### config.mk
export PLATFORM = sky130hd
export DESIGN_NAME = sd_host_top
export DESIGN_NICKNAME = d
export VERILOG_FILES = /design/src/rtl/sd_cmd_pkg.sv /design/src/rtl/sd_crc_pkg.sv /design/src/rtl/sd_cmd_if.sv /design/src/rtl/sd_cmd_layer.sv /design/src/rtl/sd_cmd_tx.sv /design/src/rtl/sd_rsp_rx.sv /design/src/rtl/sd_host_top.sv
export SDC_FILE = /design/constraint.sdc
export NUM_CORES = 1
export LEC_CHECK = 0
export BUFFER_PORTS_ARGS = -buffer_cell sky130_fd_sc_hd__buf_2
export CORE_MARGIN = 4
export CORE_UTILIZATION = 35
export CTS_CLUSTER_SIZE = 25
export DETAILED_ROUTE_END_ITERATION = 7
export HOLD_SLACK_MARGIN = 0.05
export MAX_ROUTING_LAYER = met4
export SLEW_MARGIN = 40
export SYNTH_ARGS = -nofsm -noshare
export SYNTH_HDL_FRONTEND = slang
export SYNTH_HIERARCHICAL = 1
export SYNTH_SLANG_ARGS = --single-unit
export TNS_END_PERCENT = 5
### constraint.sdc
create_clock -name clk -period 5 [get_ports clk]
set_input_delay 1.5 -clock clk [delete_from_list [all_inputs] [get_ports clk]]
set_output_delay 1.5 -clock clk [all_outputs]
set_load 0.01 [all_outputs]
### src/rtl/sd_cmd_pkg.sv
package sd_cmd_pkg;

  // Frame lengths in bits, start and end bits included
  localparam int CMD_FRAME_LEN = 48;
  localparam int RSP_SHORT_LEN = 48;
  localparam int RSP_LONG_LEN  = 136;
  localparam int TIMEOUT_W     = 16;

  typedef enum logic [5:0] {
    CMD_GO_IDLE          = 6'd0,
    CMD_ALL_SEND_CID     = 6'd2,
    CMD_SEND_RCA         = 6'd3,
    CMD_SELECT           = 6'd7,
    CMD_SEND_IF_COND     = 6'd8,
    CMD_SEND_CSD         = 6'd9,
    ACMD_SD_SEND_OP_COND = 6'd41,
    CMD_APP_CMD          = 6'd55
  } sd_cmd_e;

  typedef enum logic [1:0] {RSP_NONE, RSP_SHORT, RSP_SHORT_NOCRC, RSP_LONG} rsp_kind_e;

  typedef enum logic [2:0] {ERR_NONE, ERR_TIMEOUT, ERR_CRC, ERR_INDEX, ERR_END_BIT} sd_err_e;

  // Response kind per command index, unlisted indices get R1 style
  function automatic rsp_kind_e rsp_kind_of(input logic [5:0] idx);
    rsp_kind_e kind;
    case (idx)
      CMD_GO_IDLE:                    kind = RSP_NONE;
      CMD_ALL_SEND_CID, CMD_SEND_CSD: kind = RSP_LONG;
      ACMD_SD_SEND_OP_COND:           kind = RSP_SHORT_NOCRC;
      default:                        kind = RSP_SHORT;
    endcase
    return kind;
  endfunction

endpackage

### src/rtl/sd_crc_pkg.sv
package sd_crc_pkg;

  // x^7 + x^3 + 1
  localparam logic [6:0] CRC7_POLY = 7'h09;

  // One bit of the CRC7 LFSR, data fed MSB first
  function automatic logic [6:0] crc7_step(
    input logic [6:0] crc,
    input logic       din
  );
    logic       fb;
    logic [6:0] nxt;
    fb  = crc[6] ^ din;
    nxt = {crc[5:0], 1'b0};
    if (fb) begin
      nxt = nxt ^ CRC7_POLY;
    end
    return nxt;
  endfunction

endpackage

### src/rtl/sd_cmd_if.sv
`timescale 1ns/1ns

interface sd_cmd_if import sd_cmd_pkg::*; ();

  logic           cmd_stb;
  // 01, index, argument
  logic [39:0]    cmd_body;
  rsp_kind_e      rsp_kind;
  logic           tx_done;
  logic           rsp_done;
  sd_err_e        rsp_err;
  logic [135:0]   rsp_data;

  modport layer (
    output cmd_stb, cmd_body, rsp_kind,
    input  rsp_done, rsp_err, rsp_data
  );

  modport tx (
    input  cmd_stb, cmd_body,
    output tx_done
  );

  // Receiver takes the index echo from the command body
  modport rx (
    input  tx_done, rsp_kind, cmd_body,
    output rsp_done, rsp_err, rsp_data
  );

endinterface

### src/rtl/sd_cmd_layer.sv
`timescale 1ns/1ns

module sd_cmd_layer import sd_cmd_pkg::*; (
  input  logic           clk,
  input  logic           rst,

  input  logic           i_cmd_stb,
  input  logic [5:0]     i_cmd_idx,
  input  logic [31:0]    i_cmd_arg,

  output logic           o_busy,
  output logic           o_done,
  output sd_err_e        o_error,
  output logic [127:0]   o_rsp,

  sd_cmd_if.layer        cmd
);

  typedef enum logic [1:0] {IDLE, ISSUE, WAIT_RSP, REPORT} layer_state_e;

  layer_state_e state;
  logic         accept;

  // New commands are taken whenever the busy flag is low
  assign accept = i_cmd_stb && !o_busy;

  assign o_busy      = (state == ISSUE) || (state == WAIT_RSP);
  assign o_done      = (state == REPORT);
  assign cmd.cmd_stb = (state == ISSUE);

  always_ff @(posedge clk) begin
    if (rst) begin
      state <= IDLE;
    end else begin
      case (state)
        IDLE: begin
          if (accept) begin
            state <= ISSUE;
          end
        end
        ISSUE: begin
          state <= WAIT_RSP;
        end
        WAIT_RSP: begin
          if (cmd.rsp_done) begin
            state <= REPORT;
          end
        end
        REPORT: begin
          // Back to back command right after the done pulse
          if (accept) begin
            state <= ISSUE;
          end else begin
            state <= IDLE;
          end
        end
        default: begin
          state <= IDLE;
        end
      endcase
    end
  end

  // Command body and response kind for the line side
  always_ff @(posedge clk) begin
    if (rst) begin
      cmd.rsp_kind <= RSP_NONE;
    end else if (accept) begin
      cmd.rsp_kind <= rsp_kind_of(i_cmd_idx);
    end
  end

  always_ff @(posedge clk) begin
    if (accept) begin
      cmd.cmd_body <= {2'b01, i_cmd_idx, i_cmd_arg};
    end
  end

  // Result capture
  always_ff @(posedge clk) begin
    if (rst) begin
      o_error <= ERR_NONE;
    end else if (state == WAIT_RSP && cmd.rsp_done) begin
      o_error <= cmd.rsp_err;
    end
  end

  always_ff @(posedge clk) begin
    if (state == WAIT_RSP && cmd.rsp_done) begin
      if (cmd.rsp_kind == RSP_LONG) begin
        // Drop start, transmission and index header byte
        o_rsp <= cmd.rsp_data[127:0];
      end else begin
        o_rsp <= {96'd0, cmd.rsp_data[39:8]};
      end
    end
  end

endmodule

### src/rtl/sd_cmd_tx.sv
`timescale 1ns/1ns

module sd_cmd_tx import sd_cmd_pkg::*, sd_crc_pkg::*; (
  input  logic   clk,
  input  logic   rst,

  sd_cmd_if.tx   tx,

  output logic   o_sd_cmd,
  output logic   o_sd_cmd_oe
);

  logic [39:0] shreg;
  logic [6:0]  crc;
  logic [5:0]  bit_cnt;

  // bit_cnt holds the number of frame bits already put on the line
  always_ff @(posedge clk) begin
    tx.tx_done <= 1'b0;
    if (rst) begin
      o_sd_cmd    <= 1'b1;
      o_sd_cmd_oe <= 1'b0;
      bit_cnt     <= '0;
      crc         <= '0;
      tx.tx_done  <= 1'b0;
    end else if (!o_sd_cmd_oe) begin
      if (tx.cmd_stb) begin
        // First body bit goes out right away
        o_sd_cmd    <= tx.cmd_body[39];
        o_sd_cmd_oe <= 1'b1;
        crc         <= crc7_step(7'd0, tx.cmd_body[39]);
        bit_cnt     <= 6'd1;
      end
    end else begin
      bit_cnt <= bit_cnt + 6'd1;
      if (bit_cnt < CMD_FRAME_LEN - 8) begin
        o_sd_cmd <= shreg[39];
        crc      <= crc7_step(crc, shreg[39]);
      end else if (bit_cnt < CMD_FRAME_LEN - 1) begin
        // CRC7 out MSB first
        o_sd_cmd <= crc[6];
        crc      <= {crc[5:0], 1'b0};
      end else if (bit_cnt == CMD_FRAME_LEN - 1) begin
        o_sd_cmd   <= 1'b1;
        tx.tx_done <= 1'b1;
      end else begin
        // Frame over, let the line float high
        o_sd_cmd    <= 1'b1;
        o_sd_cmd_oe <= 1'b0;
        bit_cnt     <= '0;
      end
    end
  end

  always_ff @(posedge clk) begin
    if (!o_sd_cmd_oe && tx.cmd_stb) begin
      shreg <= {tx.cmd_body[38:0], 1'b0};
    end else if (o_sd_cmd_oe) begin
      shreg <= {shreg[38:0], 1'b0};
    end
  end

endmodule

### src/rtl/sd_rsp_rx.sv
`timescale 1ns/1ns

module sd_rsp_rx import sd_cmd_pkg::*, sd_crc_pkg::*; (
  input  logic                  clk,
  input  logic                  rst,
  input  logic [TIMEOUT_W-1:0]  i_timeout,
  input  logic                  i_sd_cmd,

  sd_cmd_if.rx                  rx
);

  typedef enum logic [1:0] {IDLE, WAIT_START, COLLECT, CHECK} rx_state_e;

  rx_state_e            state;
  rsp_kind_e            kind;
  logic [5:0]           idx_exp;
  logic [TIMEOUT_W-1:0] tcnt;
  logic [7:0]           pos;
  logic [7:0]           crc_top;
  logic [6:0]           crc;
  logic [135:0]         shreg;
  logic                 is_long;

  assign is_long = (kind == RSP_LONG);
  // Long CRC skips the 8-bit header
  assign crc_top = is_long ? 8'(RSP_LONG_LEN - 9) : 8'(RSP_SHORT_LEN - 1);

  always_ff @(posedge clk) begin
    rx.rsp_done <= 1'b0;
    if (rst) begin
      state       <= IDLE;
      kind        <= RSP_NONE;
      rx.rsp_done <= 1'b0;
      rx.rsp_err  <= ERR_NONE;
    end else begin
      case (state)
        IDLE: begin
          if (rx.tx_done) begin
            kind    <= rx.rsp_kind;
            idx_exp <= rx.cmd_body[37:32];
            tcnt    <= '0;
            if (rx.rsp_kind == RSP_NONE) begin
              rx.rsp_done <= 1'b1;
              rx.rsp_err  <= ERR_NONE;
            end else begin
              state <= WAIT_START;
            end
          end
        end
        WAIT_START: begin
          if (!i_sd_cmd) begin
            pos   <= is_long ? 8'(RSP_LONG_LEN - 2) : 8'(RSP_SHORT_LEN - 2);
            // Zero start bit leaves the CRC at zero
            crc   <= '0;
            state <= COLLECT;
          end else if (tcnt >= i_timeout) begin
            rx.rsp_done <= 1'b1;
            rx.rsp_err  <= ERR_TIMEOUT;
            state       <= IDLE;
          end else begin
            tcnt <= tcnt + 1'b1;
          end
        end
        COLLECT: begin
          if (pos >= 8'd8 && pos <= crc_top) begin
            crc <= crc7_step(crc, i_sd_cmd);
          end
          pos <= pos - 8'd1;
          if (pos == 8'd0) begin
            state <= CHECK;
          end
        end
        CHECK: begin
          rx.rsp_done <= 1'b1;
          state       <= IDLE;
          // First failing check wins
          if (!shreg[0]) begin
            rx.rsp_err <= ERR_END_BIT;
          end else if ((is_long ? shreg[133:128] : shreg[45:40]) !=
                       ((kind == RSP_SHORT) ? idx_exp : 6'h3f)) begin
            rx.rsp_err <= ERR_INDEX;
          end else if (kind != RSP_SHORT_NOCRC && shreg[7:1] != crc) begin
            rx.rsp_err <= ERR_CRC;
          end else begin
            rx.rsp_err <= ERR_NONE;
          end
        end
        default: begin
          state <= IDLE;
        end
      endcase
    end
  end

  // Start bit lands in bit 0 of a cleared register
  always_ff @(posedge clk) begin
    if (state == WAIT_START && !i_sd_cmd) begin
      shreg <= '0;
    end else if (state == COLLECT) begin
      shreg <= {shreg[134:0], i_sd_cmd};
    end
  end

  assign rx.rsp_data = shreg;

endmodule

### src/rtl/sd_host_top.sv
`timescale 1ns/1ns

module sd_host_top import sd_cmd_pkg::*; (
  input  logic                  clk,
  input  logic                  rst,

  input  logic                  i_cmd_stb,
  input  logic [5:0]            i_cmd_idx,
  input  logic [31:0]           i_cmd_arg,
  input  logic [TIMEOUT_W-1:0]  i_timeout,
  output logic                  o_busy,
  output logic                  o_done,
  output sd_err_e               o_error,
  output logic [127:0]          o_rsp,

  // CMD line
  input  logic                  i_sd_cmd,
  output logic                  o_sd_cmd,
  output logic                  o_sd_cmd_oe
);

  sd_cmd_if cmd_bus ();

  sd_cmd_layer u_cmd_layer (
    .clk       (clk),
    .rst       (rst),
    .i_cmd_stb (i_cmd_stb),
    .i_cmd_idx (i_cmd_idx),
    .i_cmd_arg (i_cmd_arg),
    .o_busy    (o_busy),
    .o_done    (o_done),
    .o_error   (o_error),
    .o_rsp     (o_rsp),
    .cmd       (cmd_bus.layer)
  );

  sd_cmd_tx u_cmd_tx (
    .clk         (clk),
    .rst         (rst),
    .tx          (cmd_bus.tx),
    .o_sd_cmd    (o_sd_cmd),
    .o_sd_cmd_oe (o_sd_cmd_oe)
  );

  sd_rsp_rx u_rsp_rx (
    .clk       (clk),
    .rst       (rst),
    .i_timeout (i_timeout),
    .i_sd_cmd  (i_sd_cmd),
    .rx        (cmd_bus.rx)
  );

endmodule

## Word level (Yosys, flattened, before mapping)

Index checks and enable logic that the tools add are counted.
Widths: inputs -> output; s select.

| word-level totals | value |
|---|---|
| word-level logic and storage cells | 156 |
| bits in latches | 0 |
| bits of input ports | 58 |
| ROM bits | 0 |
| bits in registers | 407 |
| memories kept | 0 |
| RAM bits | 0 |

| operators by class | value |
|---|---|
| divide/modulo/power cells | 0 |
| shift-type cells | 0 |
| equal/unequal tests | 29 |
| bitwise gates (word level) | 6 |
| mux-type cells | 60 |
| reduce and logical (&&, ||, !) cells | 31 |
| $lt $le $gt $ge | 5 |
| add/subtract/negate cells | 3 |
| multiply operators | 0 |

Operators with widths:

| cell | count |
|---|---|
| $mux 7 | 7 |
| $mux 16 | 3 |
| $mux 6 | 7 |
| $mux 40 | 1 |
| $mux 39 | 1 |
| $mux 32 | 1 |
| $pmux 16 s2 | 1 |
| $mux 3 | 6 |
| $add 16x1->16 const B | 1 |
| $ge 16x16->1 | 1 |
| $mux 2 | 8 |
| $mux 8 | 2 |
| $pmux 2 s4 | 2 |
| $pmux 8 s2 | 1 |
| $mux 1 | 14 |
| $pmux 7 s2 | 1 |
| $eq 2x2->1 const B | 6 |
| $eq 6x6->1 const B | 2 |
| $lt 6x6->1 const B | 2 |
| $ne 2x1->1 const B | 6 |
| $ne 2x2->1 const B | 6 |
| $reduce_and 5->1 | 2 |
| $pmux 3 s3 | 1 |
| $ge 8x4->1 const B | 1 |
| other kinds (29) | 51 |

## Logic depth before layout (Yosys ltp)

Gate-level depths: netlist (run 1).

| logic depth | value |
|---|---|
| word-level depth | 6 |
| mapped depth | 8 |
| depth with buffers taken out | 8 |

## Modules after synthesis

The synthesis (run 1) kept the hierarchy.

By module, submodules not included:

| module | times used | cells an instance | seq. area each (um^2) | area each (um^2) |
|---|---|---|---|---|
| sd_rsp_rx | 1 | 884 | 3,993.8 | 7,455.9 |
| sd_cmd_layer | 1 | 373 | 5,124.9 | 6,601.3 |
| sd_cmd_tx | 1 | 167 | 1,491.4 | 2,373.5 |

## Worst setup path before layout (run 1)

No wires, ideal clock.

| timing path | value |
|---|---|
| path kind | input to register |
| start | input i_timeout[0] |
| end | register u_rsp_rx.tcnt[0], enable pin |
| path buffers | 0 |
| data required time | 4.591 ns |
| data arrival time | 3.836 ns |
| stages | 7 |
| library setup time | 0.409 ns |
| setup slack | 0.754 ns |
| path through | ha_1 nand2b_1 a2111oi_0 nand4b_1 nand4_1 a2bb2oi_1 nor3_1 |

| on the way | value |
|---|---|
| cells in the longest elaborated chain, start to end | 3 |

Ends and longest elaborated chain:

| what | RTL line | text |
|---|---|---|
| start, declared | sd_host_top.sv:10 | `input logic [TIMEOUT_W-1:0] i_timeout,` |
| $ge 16x16->1 | sd_rsp_rx.sv:56 | `end else if (tcnt >= i_timeout) begin` |
| $ne 2x2->1 (no line) | -- |  |
| $reduce_and 5->1 (no line) | -- |  |
| end signal, assigned | sd_rsp_rx.sv:61 | `tcnt <= tcnt + 1'b1;` |
| end, declared | sd_rsp_rx.sv:17 | `logic [TIMEOUT_W-1:0] tcnt;` |

No other way between the ends.
A chain may end at the register's enable or synchronous reset.

## Final worst setup path (run 1)

| timing path | value |
|---|---|
| start | input i_timeout[0] |
| end | register u_rsp_rx.tcnt[8], enable pin |

Same word-level chain as after synthesis.

==> qor.yml, run 1 <==
clock-root-buffer: "clkbuf_16"
syn-cell-area_mm2: 0.0164
syn_to_final_growth_pct: 18.6
postRouteAntennaNets: 0
drc: 0
power.leakage_nw: 7.77
max_slew_margin: 0.494
wirelength_mm: 33.7
hp-class: "reg2reg"
final_common_cell: "nand2_1"
place_inst: 2136
status: "complete, no violations"
grt_max_degree: 107
crit_slowest_cell: "a2111oi_0"
path_buf_inv: 2
post_cts_buffers: 0
cts_resized: 0
dieWidth_um: 224
num_vias: 10600
core_area_mm2: 0.0458
grt_pass1_vias: 10600
grt_antenna_before_repair: 6
start_kind: "input port"
crit_family: "compound AO/OA/AOI/OAI gates"
critical_path_arrival_ps: 3480
grt_usage: 0.134
htree_levels: 2
clk_pin_slew_worst_paths_ps: 60
cts_buffer_depth: 3
syn-mean-instance-area_um2: 11.6
ios: 193
synth_cells: 1416
rsz0062_at_grt: "no"
final_cell_mix: "nand2_1 (296), edfxtp_1 (242), buf_2 (192)"
vias_per_cell: 4.79
worstSetupPathType: "in2reg"
drt_pre_antenna_iters: 6
die_area_mm2: 0.0503
cts_hold_buffers: 0
drive_gt1_frac: 0.202
power.total_mw: 8.89
cts_buffers: 44
hpwlAfterDp_mm: 21.6
clk_latency_ps: 550
fin_cells: 2219
cp_max_fo: 16
grt.overflow.total: 0
gp_congestion: 0.805
cts_tree: "yes"
tightest_slew_ps: 759
rows: 78
finalCritPeriodShare: 0.649
grt_pass1_wl_mm: 54.8
finalClockSkew_ps: 18.3
finalSetupViolCount: 0
layout_min_cycle_time_ps: 3250
max_stage_delay_ps: 470
cts.sinks: 407
path_cells: "buf_2, ha_1, nand2b_1, a2111oi_0, nand4b_1, nand4_1, a2bb2oi_1, nor3_2, buf_4"
numPortBuffers: 192
hold_viol: 0
detail_route.wl_per_cell_um: 15.2
cp-end-kind: "register"
fmax_mhz: 308
drtIter0Drc: 565
p_per_area_mw_per_mm2: 458
critPathRequiredTime_ps: 5240
initial_core_util: 0.358
yosys_warnings: 6
ir_worst_vdd_mv: 0.317
setup_tns_ps: 0
maxSlewViolCount: 0
synth_nets: 1502
maxCapViolations: 0
die_h_um: 224
final_nets: 1668
[worst reg2reg max path: stages (launching register included)]
cell and delay, ps:
edfxtp_1 430, inv_1 90, ha_1 210, nand2b_1 130
a2111oi_0 470, nand4b_1 180, nand4_1 230, a2bb2oi_1 220
nor3_2 110, buf_4 270
[final timing paths]
path	startpoint	cells after the start	slack [ps]	end
worst max-delay path	i_timeout[0]	9	1750	u_rsp_rx/tcnt[8]
worst min-delay path	u_rsp_rx/rx.rsp_data[114]	2	450	u_rsp_rx/rx.rsp_data[115]
worst max register to register	u_rsp_rx/tcnt[0]	9	2340	u_rsp_rx/tcnt[8]
worst min register to register	u_rsp_rx/rx.rsp_data[114]	2	450	u_rsp_rx/rx.rsp_data[115]
[flip-flops by register name, indices dropped and copies added, names as in the netlist, 3 cells and up, named ones only]
signal,cells
u_cmd_layer/cmd.cmd_body,38
u_cmd_layer/o_error,3
u_cmd_layer/o_rsp,128
u_cmd_tx/bit_cnt,6
u_cmd_tx/crc,7
u_cmd_tx/shreg,39
u_rsp_rx/crc,7
u_rsp_rx/idx_exp,6
u_rsp_rx/pos,8
u_rsp_rx/rx.rsp_data,134
u_rsp_rx/rx.rsp_err,3
u_rsp_rx/tcnt,16
[through the flow]
| step | utilization | setup WS, ps | hold slack (ps) | area [µm²] |
|---|---|---|---|---|
| global route | 0.424 | 1640 | 478 | 19400 |
| finish | 0.424 | 1750 | 454 | 19400 |
| detailed placement | 0.391 | 1190 | 453 | 17900 |
| CTS | 0.424 | 1760 | 452 | 19400 |
| floorplan | - | 754 | 422 | 16400 |
| global placement | 0.389 | 1260 | 445 | 17800 |
[area by class of cell]
type,count,area (µm²)
clock buffers,61,1250
clock inverters,16,238
fillers,4257,26400
diodes,6,15.0
multi-input cells,886,5300
well taps,600,751
inverters,38,145
repair buffers,205,1140
flip-flops and latches,407,10600
[per-layer routing]
layer  vias to the layer above  wire [µm]  global-route usage
li1                       5316          -                   -
met1                      5030      15500               0.172
met2                       222      15600               0.214
met3                        58       1930              0.0338
met4                         0        690              0.0381
met5                         -          0                   -
[report_power, final]
group	switching, mW	leakage, nW	internal [mW]
Combinational	0.640	3.43	0.524
Clock	1.27	0.724	2.04
Sequential	0.254	3.61	4.16
(Power assumes the default switching activity.)
==> inputs of run 2 (changes only) <==
==> constraint.sdc (replaced) <==
create_clock -name clk -period 2.85 [get_ports clk]
set_input_delay 0.855 -clock clk [delete_from_list [all_inputs] [get_ports clk]]
set_output_delay 0.855 -clock clk [all_outputs]
set_load 0.01 [all_outputs]
==> qor.yml, run 2 (synthesis gave the netlist of run 1 again) <==
dp_slack_ps: -83.1  # -1270 ps
final_cell_mix: "nand2_1 (295), edfxtp_1 (242), buf_2 (192)"
cp_max_fo: 16  # unchanged
cp-end-kind: "register"
initial_core_util: 0.358  # unchanged
rsz0062_at_grt: "no"
grt_pass1_vias: 10400  # -1.3%
seqPwrFrac: 0.512  # +0.016
clkPwrFrac: 0.354  # -0.019
postPlaceCellArea_mm2: 0.0180  # +0.55%
grt_antenna_before_repair: 6  # unchanged
wirelength_mm: 33.8  # about the same
status: "complete, no violations"
clk_latency_ps: 550  # about the same
drtIter0Drc: 822  # +45%
n_fill_cell: 4244  # -0.31%
hold_viol: 0  # unchanged
vias_per_cell: 4.77  # -0.33%
tightest_slew_ps: 777  # +17.5 ps
cts_buffers: 43  # -2.3%
maxSlewViolCount: 0  # unchanged
postRouteAntennaNets: 0  # unchanged
whs_ps: 454  # +0.327 ps
p_sw_frac: 0.251  # +0.00745
final_nets: 1677  # +0.54%
ios: 193  # unchanged
post_cts_buffers: 0  # unchanged
drc: 0  # unchanged
syn_to_final_growth_pct: 18.4
htree_levels: 2  # unchanged
start_kind: "register"
r2r-start: "u_rsp_rx/tcnt[0]"
worstSetupPathType: "reg2reg"
critPathRequiredTime_ps: 3110  # -2130 ps
drive_gt1_frac: 0.207  # +0.00453
die_h_um: 224  # unchanged
power.leakage_nw: 7.76  # about the same
finalInstanceArea_mm2: 0.0194  # -0.12%
hp-class: "reg2reg"
grt_usage: 0.135  # +0.000451
cts.sinks: 407  # unchanged
clock-root-buffer: "clkbuf_16"
hpwlAfterDp_mm: 21.5  # -0.30%
grt_pass1_wl_mm: 54.6  # -0.28%
gp_congestion: 0.788  # -2.1%
dieWidth_um: 224  # unchanged
core_area_mm2: 0.0458  # unchanged
ir_worst_vdd_mv: 0.614  # +94%
grt_max_degree: 139  # +30%
final.setup.worst_slack_ps: 378  # -1380 ps
worstSetupStartpoint: "u_rsp_rx/tcnt[0]"
num_vias: 10700  # +0.25%
cts_tree: "yes"
numPortBuffers: 192  # unchanged
pwr-share-comb: 0.134  # +0.003
switchingPower_mw: 3.79  # +75%
final_common_cell: "nand2_1"
finalCritPeriodShare: 0.867
p_int_mw: 11.3  # +68%
critical_path_arrival_ps: 2730  # -750 ps
rows: 78  # unchanged
clk_pin_slew_worst_paths_ps: 60  # about the same
fin_cells: 2232  # +0.59%
layout_min_cycle_time_ps: 2470
cts_resized: 0  # unchanged
min_from: "u_rsp_rx/rx.rsp_data[88]"
maxCapViolations: 0  # unchanged
place_inst: 2146  # +0.47%
largest_reg_flops: 134  # unchanged
cts_buffer_depth: 3  # unchanged
max_slew_margin: 0.482  # -0.0117
grt.overflow.total: 0  # unchanged
multi_input_area_mm2: 0.00532  # +0.40%
finalSetupViolCount: 0  # unchanged
fmax_mhz: 405
p_per_area_mw_per_mm2: 780  # +70%
finalClockSkew_ps: 25.5  # +7.22 ps
cts_hold_buffers: 0  # unchanged
detail_route.wl_per_cell_um: 15.1  # -0.49%
drt_pre_antenna_iters: 5  # -1
register_area_mm2: 0.0106  # about the same
die_area_mm2: 0.0503  # unchanged
## run 2: power by group through the flow
stage	clock, mW	sequential (mW)	combinational, mW
final	5.35	7.73	2.03
after global routing	5.77	7.84	2.31
after CTS	5.54	7.75	2.07
after detailed placement	0	7.86	2.06
after global placement	0	7.84	2.00
after floorplan	0	7.72	1.60
## run 2: cell type report
class | count | area share
multi-input combinational | 886 | 0.274
inverter | 38 | 0.00755
clock buffer | 63 | 0.0642
tap | 600 | 0.0387
clock inverter | 17 | 0.00639
timing repair buffer | 215 | 0.0625
sequential | 407 | 0.545
antenna | 6 | 0.000775
## run 2: worst paths after layout
kind                                                 end  slack, ps  cells past startpoint
worst max-delay path                    u_rsp_rx/tcnt[6]        380                      9
worst min-delay path            u_rsp_rx/rx.rsp_data[89]        450                      2
worst min register to register  u_rsp_rx/rx.rsp_data[89]        450                      2
worst max register to register          u_rsp_rx/tcnt[6]        380                      9
## run 2: layer usage
metal	wire, µm	up-vias	track usage
li1	-	5325	-
met1	15500	5073	0.177
met2	15900	201	0.212
met3	1740	54	0.0290
met4	701	0	0.0393
met5	0	-	-
## run 2: through the flow
step / setup TNS [ps] / utilization / power (mW)
global placement: -1240 / 0.393 / 9.83
floorplan: -15200 / - / 9.32
finish: 0 / 0.424 / 15.1
global route: 0 / 0.424 / 15.9
detailed placement: -1320 / 0.393 / 9.92
CTS: 0 / 0.423 / 15.4
## run 2: worst max-delay path: stages (launching register included)
cell and delay (ps):
edfxtp_1 440, inv_1 90, ha_1 220, nand2b_1 130, a2111oi_0 430, nand4b_1 170, nand4_1 160, a2bb2oi_1 200
nor3_4 160, buf_12 180
==> inputs of run 3 (changes only) <==
--- a/config.mk
+++ b/config.mk
@@ -15,6 +15,5 @@
 export SLEW_MARGIN = 40
 export SYNTH_ARGS = -nofsm -noshare
 export SYNTH_HDL_FRONTEND = slang
-export SYNTH_HIERARCHICAL = 1
 export SYNTH_SLANG_ARGS = --single-unit
 export TNS_END_PERCENT = 5
==> qor.yml, run 3 <==
syn_to_final_growth_pct: 19.6
synth_cells: 1258  # -11%
final_common_cell: "edfxtp_1"
gp_congestion: 0.774  # -1.7%
htree_levels: 2  # unchanged
num_vias: 9829  # -7.7%
hold_viol: 0  # unchanged
ir_worst_vdd_mv: 0.577  # -6.2%
wirelength_mm: 32.2  # -4.6%
synth.largest_area_cell: "edfxtp_1"
grt_antenna_before_repair: 1  # -5
layout_min_cycle_time_ps: 2430  # -41.0 ps
status: "complete, no violations"
fmax_mhz: 411  # +1.7%
rsz0062_at_grt: "no"
critPathRequiredTime_ps: 2000  # -1110 ps
max_slew_margin: 0.487  # +0.00460
maxSlewViolCount: 0  # unchanged
grt_max_degree: 135  # -2.9%
dp_slack_ps: -2.93  # +80.2 ps
setup_tns_ps: 0  # unchanged
power.leakage_nw: 7.17  # -7.6%
clk_pin_slew_worst_paths_ps: 60  # about the same
synth_area_leaders: "edfxtp_1 (45%), dfxtp_1 (20%), mux2i_1 (8.3%), mux2_2 (4.8%), and3_1 (3.9%)"
path_cells: "inv_1, ha_1, buf_2"
yosys_warnings: 0  # -6
synth_nets: 1347  # -10%
final_cell_mix: "edfxtp_1 (242), buf_2 (192), nor2_1 (163)"
min_from: "u_rsp_rx.rx.rsp_err[1]"
synth_most_common_cell: "edfxtp_1"
die_h_um: 224  # -0.13%
critical_path_arrival_ps: 1580  # -1150 ps
finalSetupViolCount: 0  # unchanged
cp_max_fo: 4  # -12
synth-seq-area-share: 0.648
syn-mean-instance-area_um2: 13.0  # +12%
synth_cell_types: 60
final.setup.worst_slack_ps: 419  # +41.0 ps
path_buf_inv: 2  # unchanged
synth_edf_count: 242
syn-cell-area_mm2: 0.0163  # -0.27%
place_inst: 1997  # -6.9%
async_flop_share: 0
crit_family: "flip-flops"
yosys_most_used_dff: "edfxtp_1"
worstSetupStartpoint: "u_cmd_layer.state[1]"
grt_pass1_vias: 9686  # -7.2%
ios: 193  # unchanged
postRouteAntennaNets: 0  # unchanged
final_nets: 1533  # -8.6%
power.total_mw: 14.7  # -2.8%
cts_buffer_depth: 3  # unchanged
vias_per_cell: 4.72  # -1.1%
initial_core_util: 0.357  # -0.000957
cts_tree: "yes"
dieWidth_um: 224  # -0.13%
cp-end-kind: "output port"
start_kind: "register"
cts.sinks: 407  # unchanged
worstSetupPathType: "reg2out"
synth_top_cell_area_share: 0.445
clock-root-buffer: "clkbuf_16"
p_per_area_mw_per_mm2: 753  # -3.5%
drtIter0Drc: 630  # -23%
postPlaceCellArea_mm2: 0.0180  # about the same
hp-class: "reg2reg"
cts_hold_buffers: 0  # unchanged
finalClockSkew_ps: 18.8  # -6.66 ps
grt.overflow.total: 0  # unchanged
tightest_slew_ps: 770  # -6.90 ps
whs_ps: 459  # +5.29 ps
rows: 78  # unchanged
detail_route.wl_per_cell_um: 15.5  # +2.2%
post_cts_buffers: 0  # unchanged
drive_gt1_frac: 0.247  # +0.0405
utilization: 0.426  # +0.00287
drc: 0  # unchanged
drt_pre_antenna_iters: 4  # -1
grt_usage: 0.129  # -0.00546
ys_ff_latch: 407
largest_reg_flops: 134  # unchanged
finalCritPeriodShare: 0.853  # -0.0144
max_stage_delay_ps: 410  # -30 ps
synthTopCellsByCount: "edfxtp_1 (242), dfxtp_1 (165), nor2_1 (163)"
clk_latency_ps: 570  # +20 ps
finalInstanceArea_mm2: 0.0195  # +0.68%
core_area_mm2: 0.0458  # unchanged
cts_buffers: 45  # +4.7%
crit_slowest_cell: "dfxtp_1"
hpwlAfterDp_mm: 20.5  # -4.5%
grt_pass1_wl_mm: 51.7  # -5.4%
maxCapViolations: 0  # unchanged
r2r-start: "u_rsp_rx.tcnt[1]"
numPortBuffers: 192  # unchanged
fin_cells: 2082  # -6.7%
cts_resized: 0  # unchanged
die_area_mm2: 0.0502  # -0.26%
[run 3: final timing paths]
| check | to | slack [ps] | cells past startpoint |
|---|---|---|---|
| setup reg to reg | u_rsp_rx.tcnt[0] | 540 | 7 |
| hold / removal | u_cmd_layer.o_error[1] | 460 | 2 |
| setup / recovery | o_busy | 420 | 3 |
| hold reg to reg | u_cmd_layer.o_error[1] | 460 | 2 |
[run 3: kinds of logic (layout without fill, tap and decap cells)]
logic type | count (synthesis) | in the layout | synth area share
buf+inv | 109 | 332 | 0.0273
xor+xnor | 30 | 30 | 0.0161
simple gates | 391 | 391 | 0.119
flops | 407 | 407 | 0.648
compound gates | 85 | 85 | 0.0349
other cells | 0 | 1 | 0
mux | 205 | 205 | 0.131
fa+ha+maj | 31 | 31 | 0.0238
[run 3: per-layer routing]
metal	track usage	share of wire	vias up
li1	-	-	4914
met1	0.165	0.45	4647
met3	0.0313	0.061	57
met5	-	0	-
met4	0.0453	0.026	0
met2	0.203	0.46	211
[run 3: layout make-up]
| cell class | count | area [µm²] |
|---|---|---|
| diodes | 1 | 2.50 |
| repair buffers | 210 | 1170 |
| clock inverters | 21 | 279 |
| clock buffers | 63 | 1230 |
| inverters | 38 | 146 |
| well taps | 600 | 751 |
| fillers | 4215 | 26300 |
| multi-input cells | 742 | 5350 |
| flip-flops and latches | 407 | 10600 |
[run 3: where the power goes]
| part | internal (mW) | switching, mW | total [mW] |
|---|---|---|---|
| clock | 3.52 | 2.35 | 5.87 |
| combinational | 0.657 | 0.818 | 1.48 |
| sequential | 7.06 | 0.285 | 7.35 |
| total | 11.2 | 3.45 | 14.7 |
[run 3: worst reg2reg max path, cell delays in order (launching register included)]
cell and delay [ps]:
edfxtp_1 420, ha_1 310, nor2b_1 140, o211a_1 210
o311ai_2 360, and3_1 250, o21a_1 180, buf_12 160
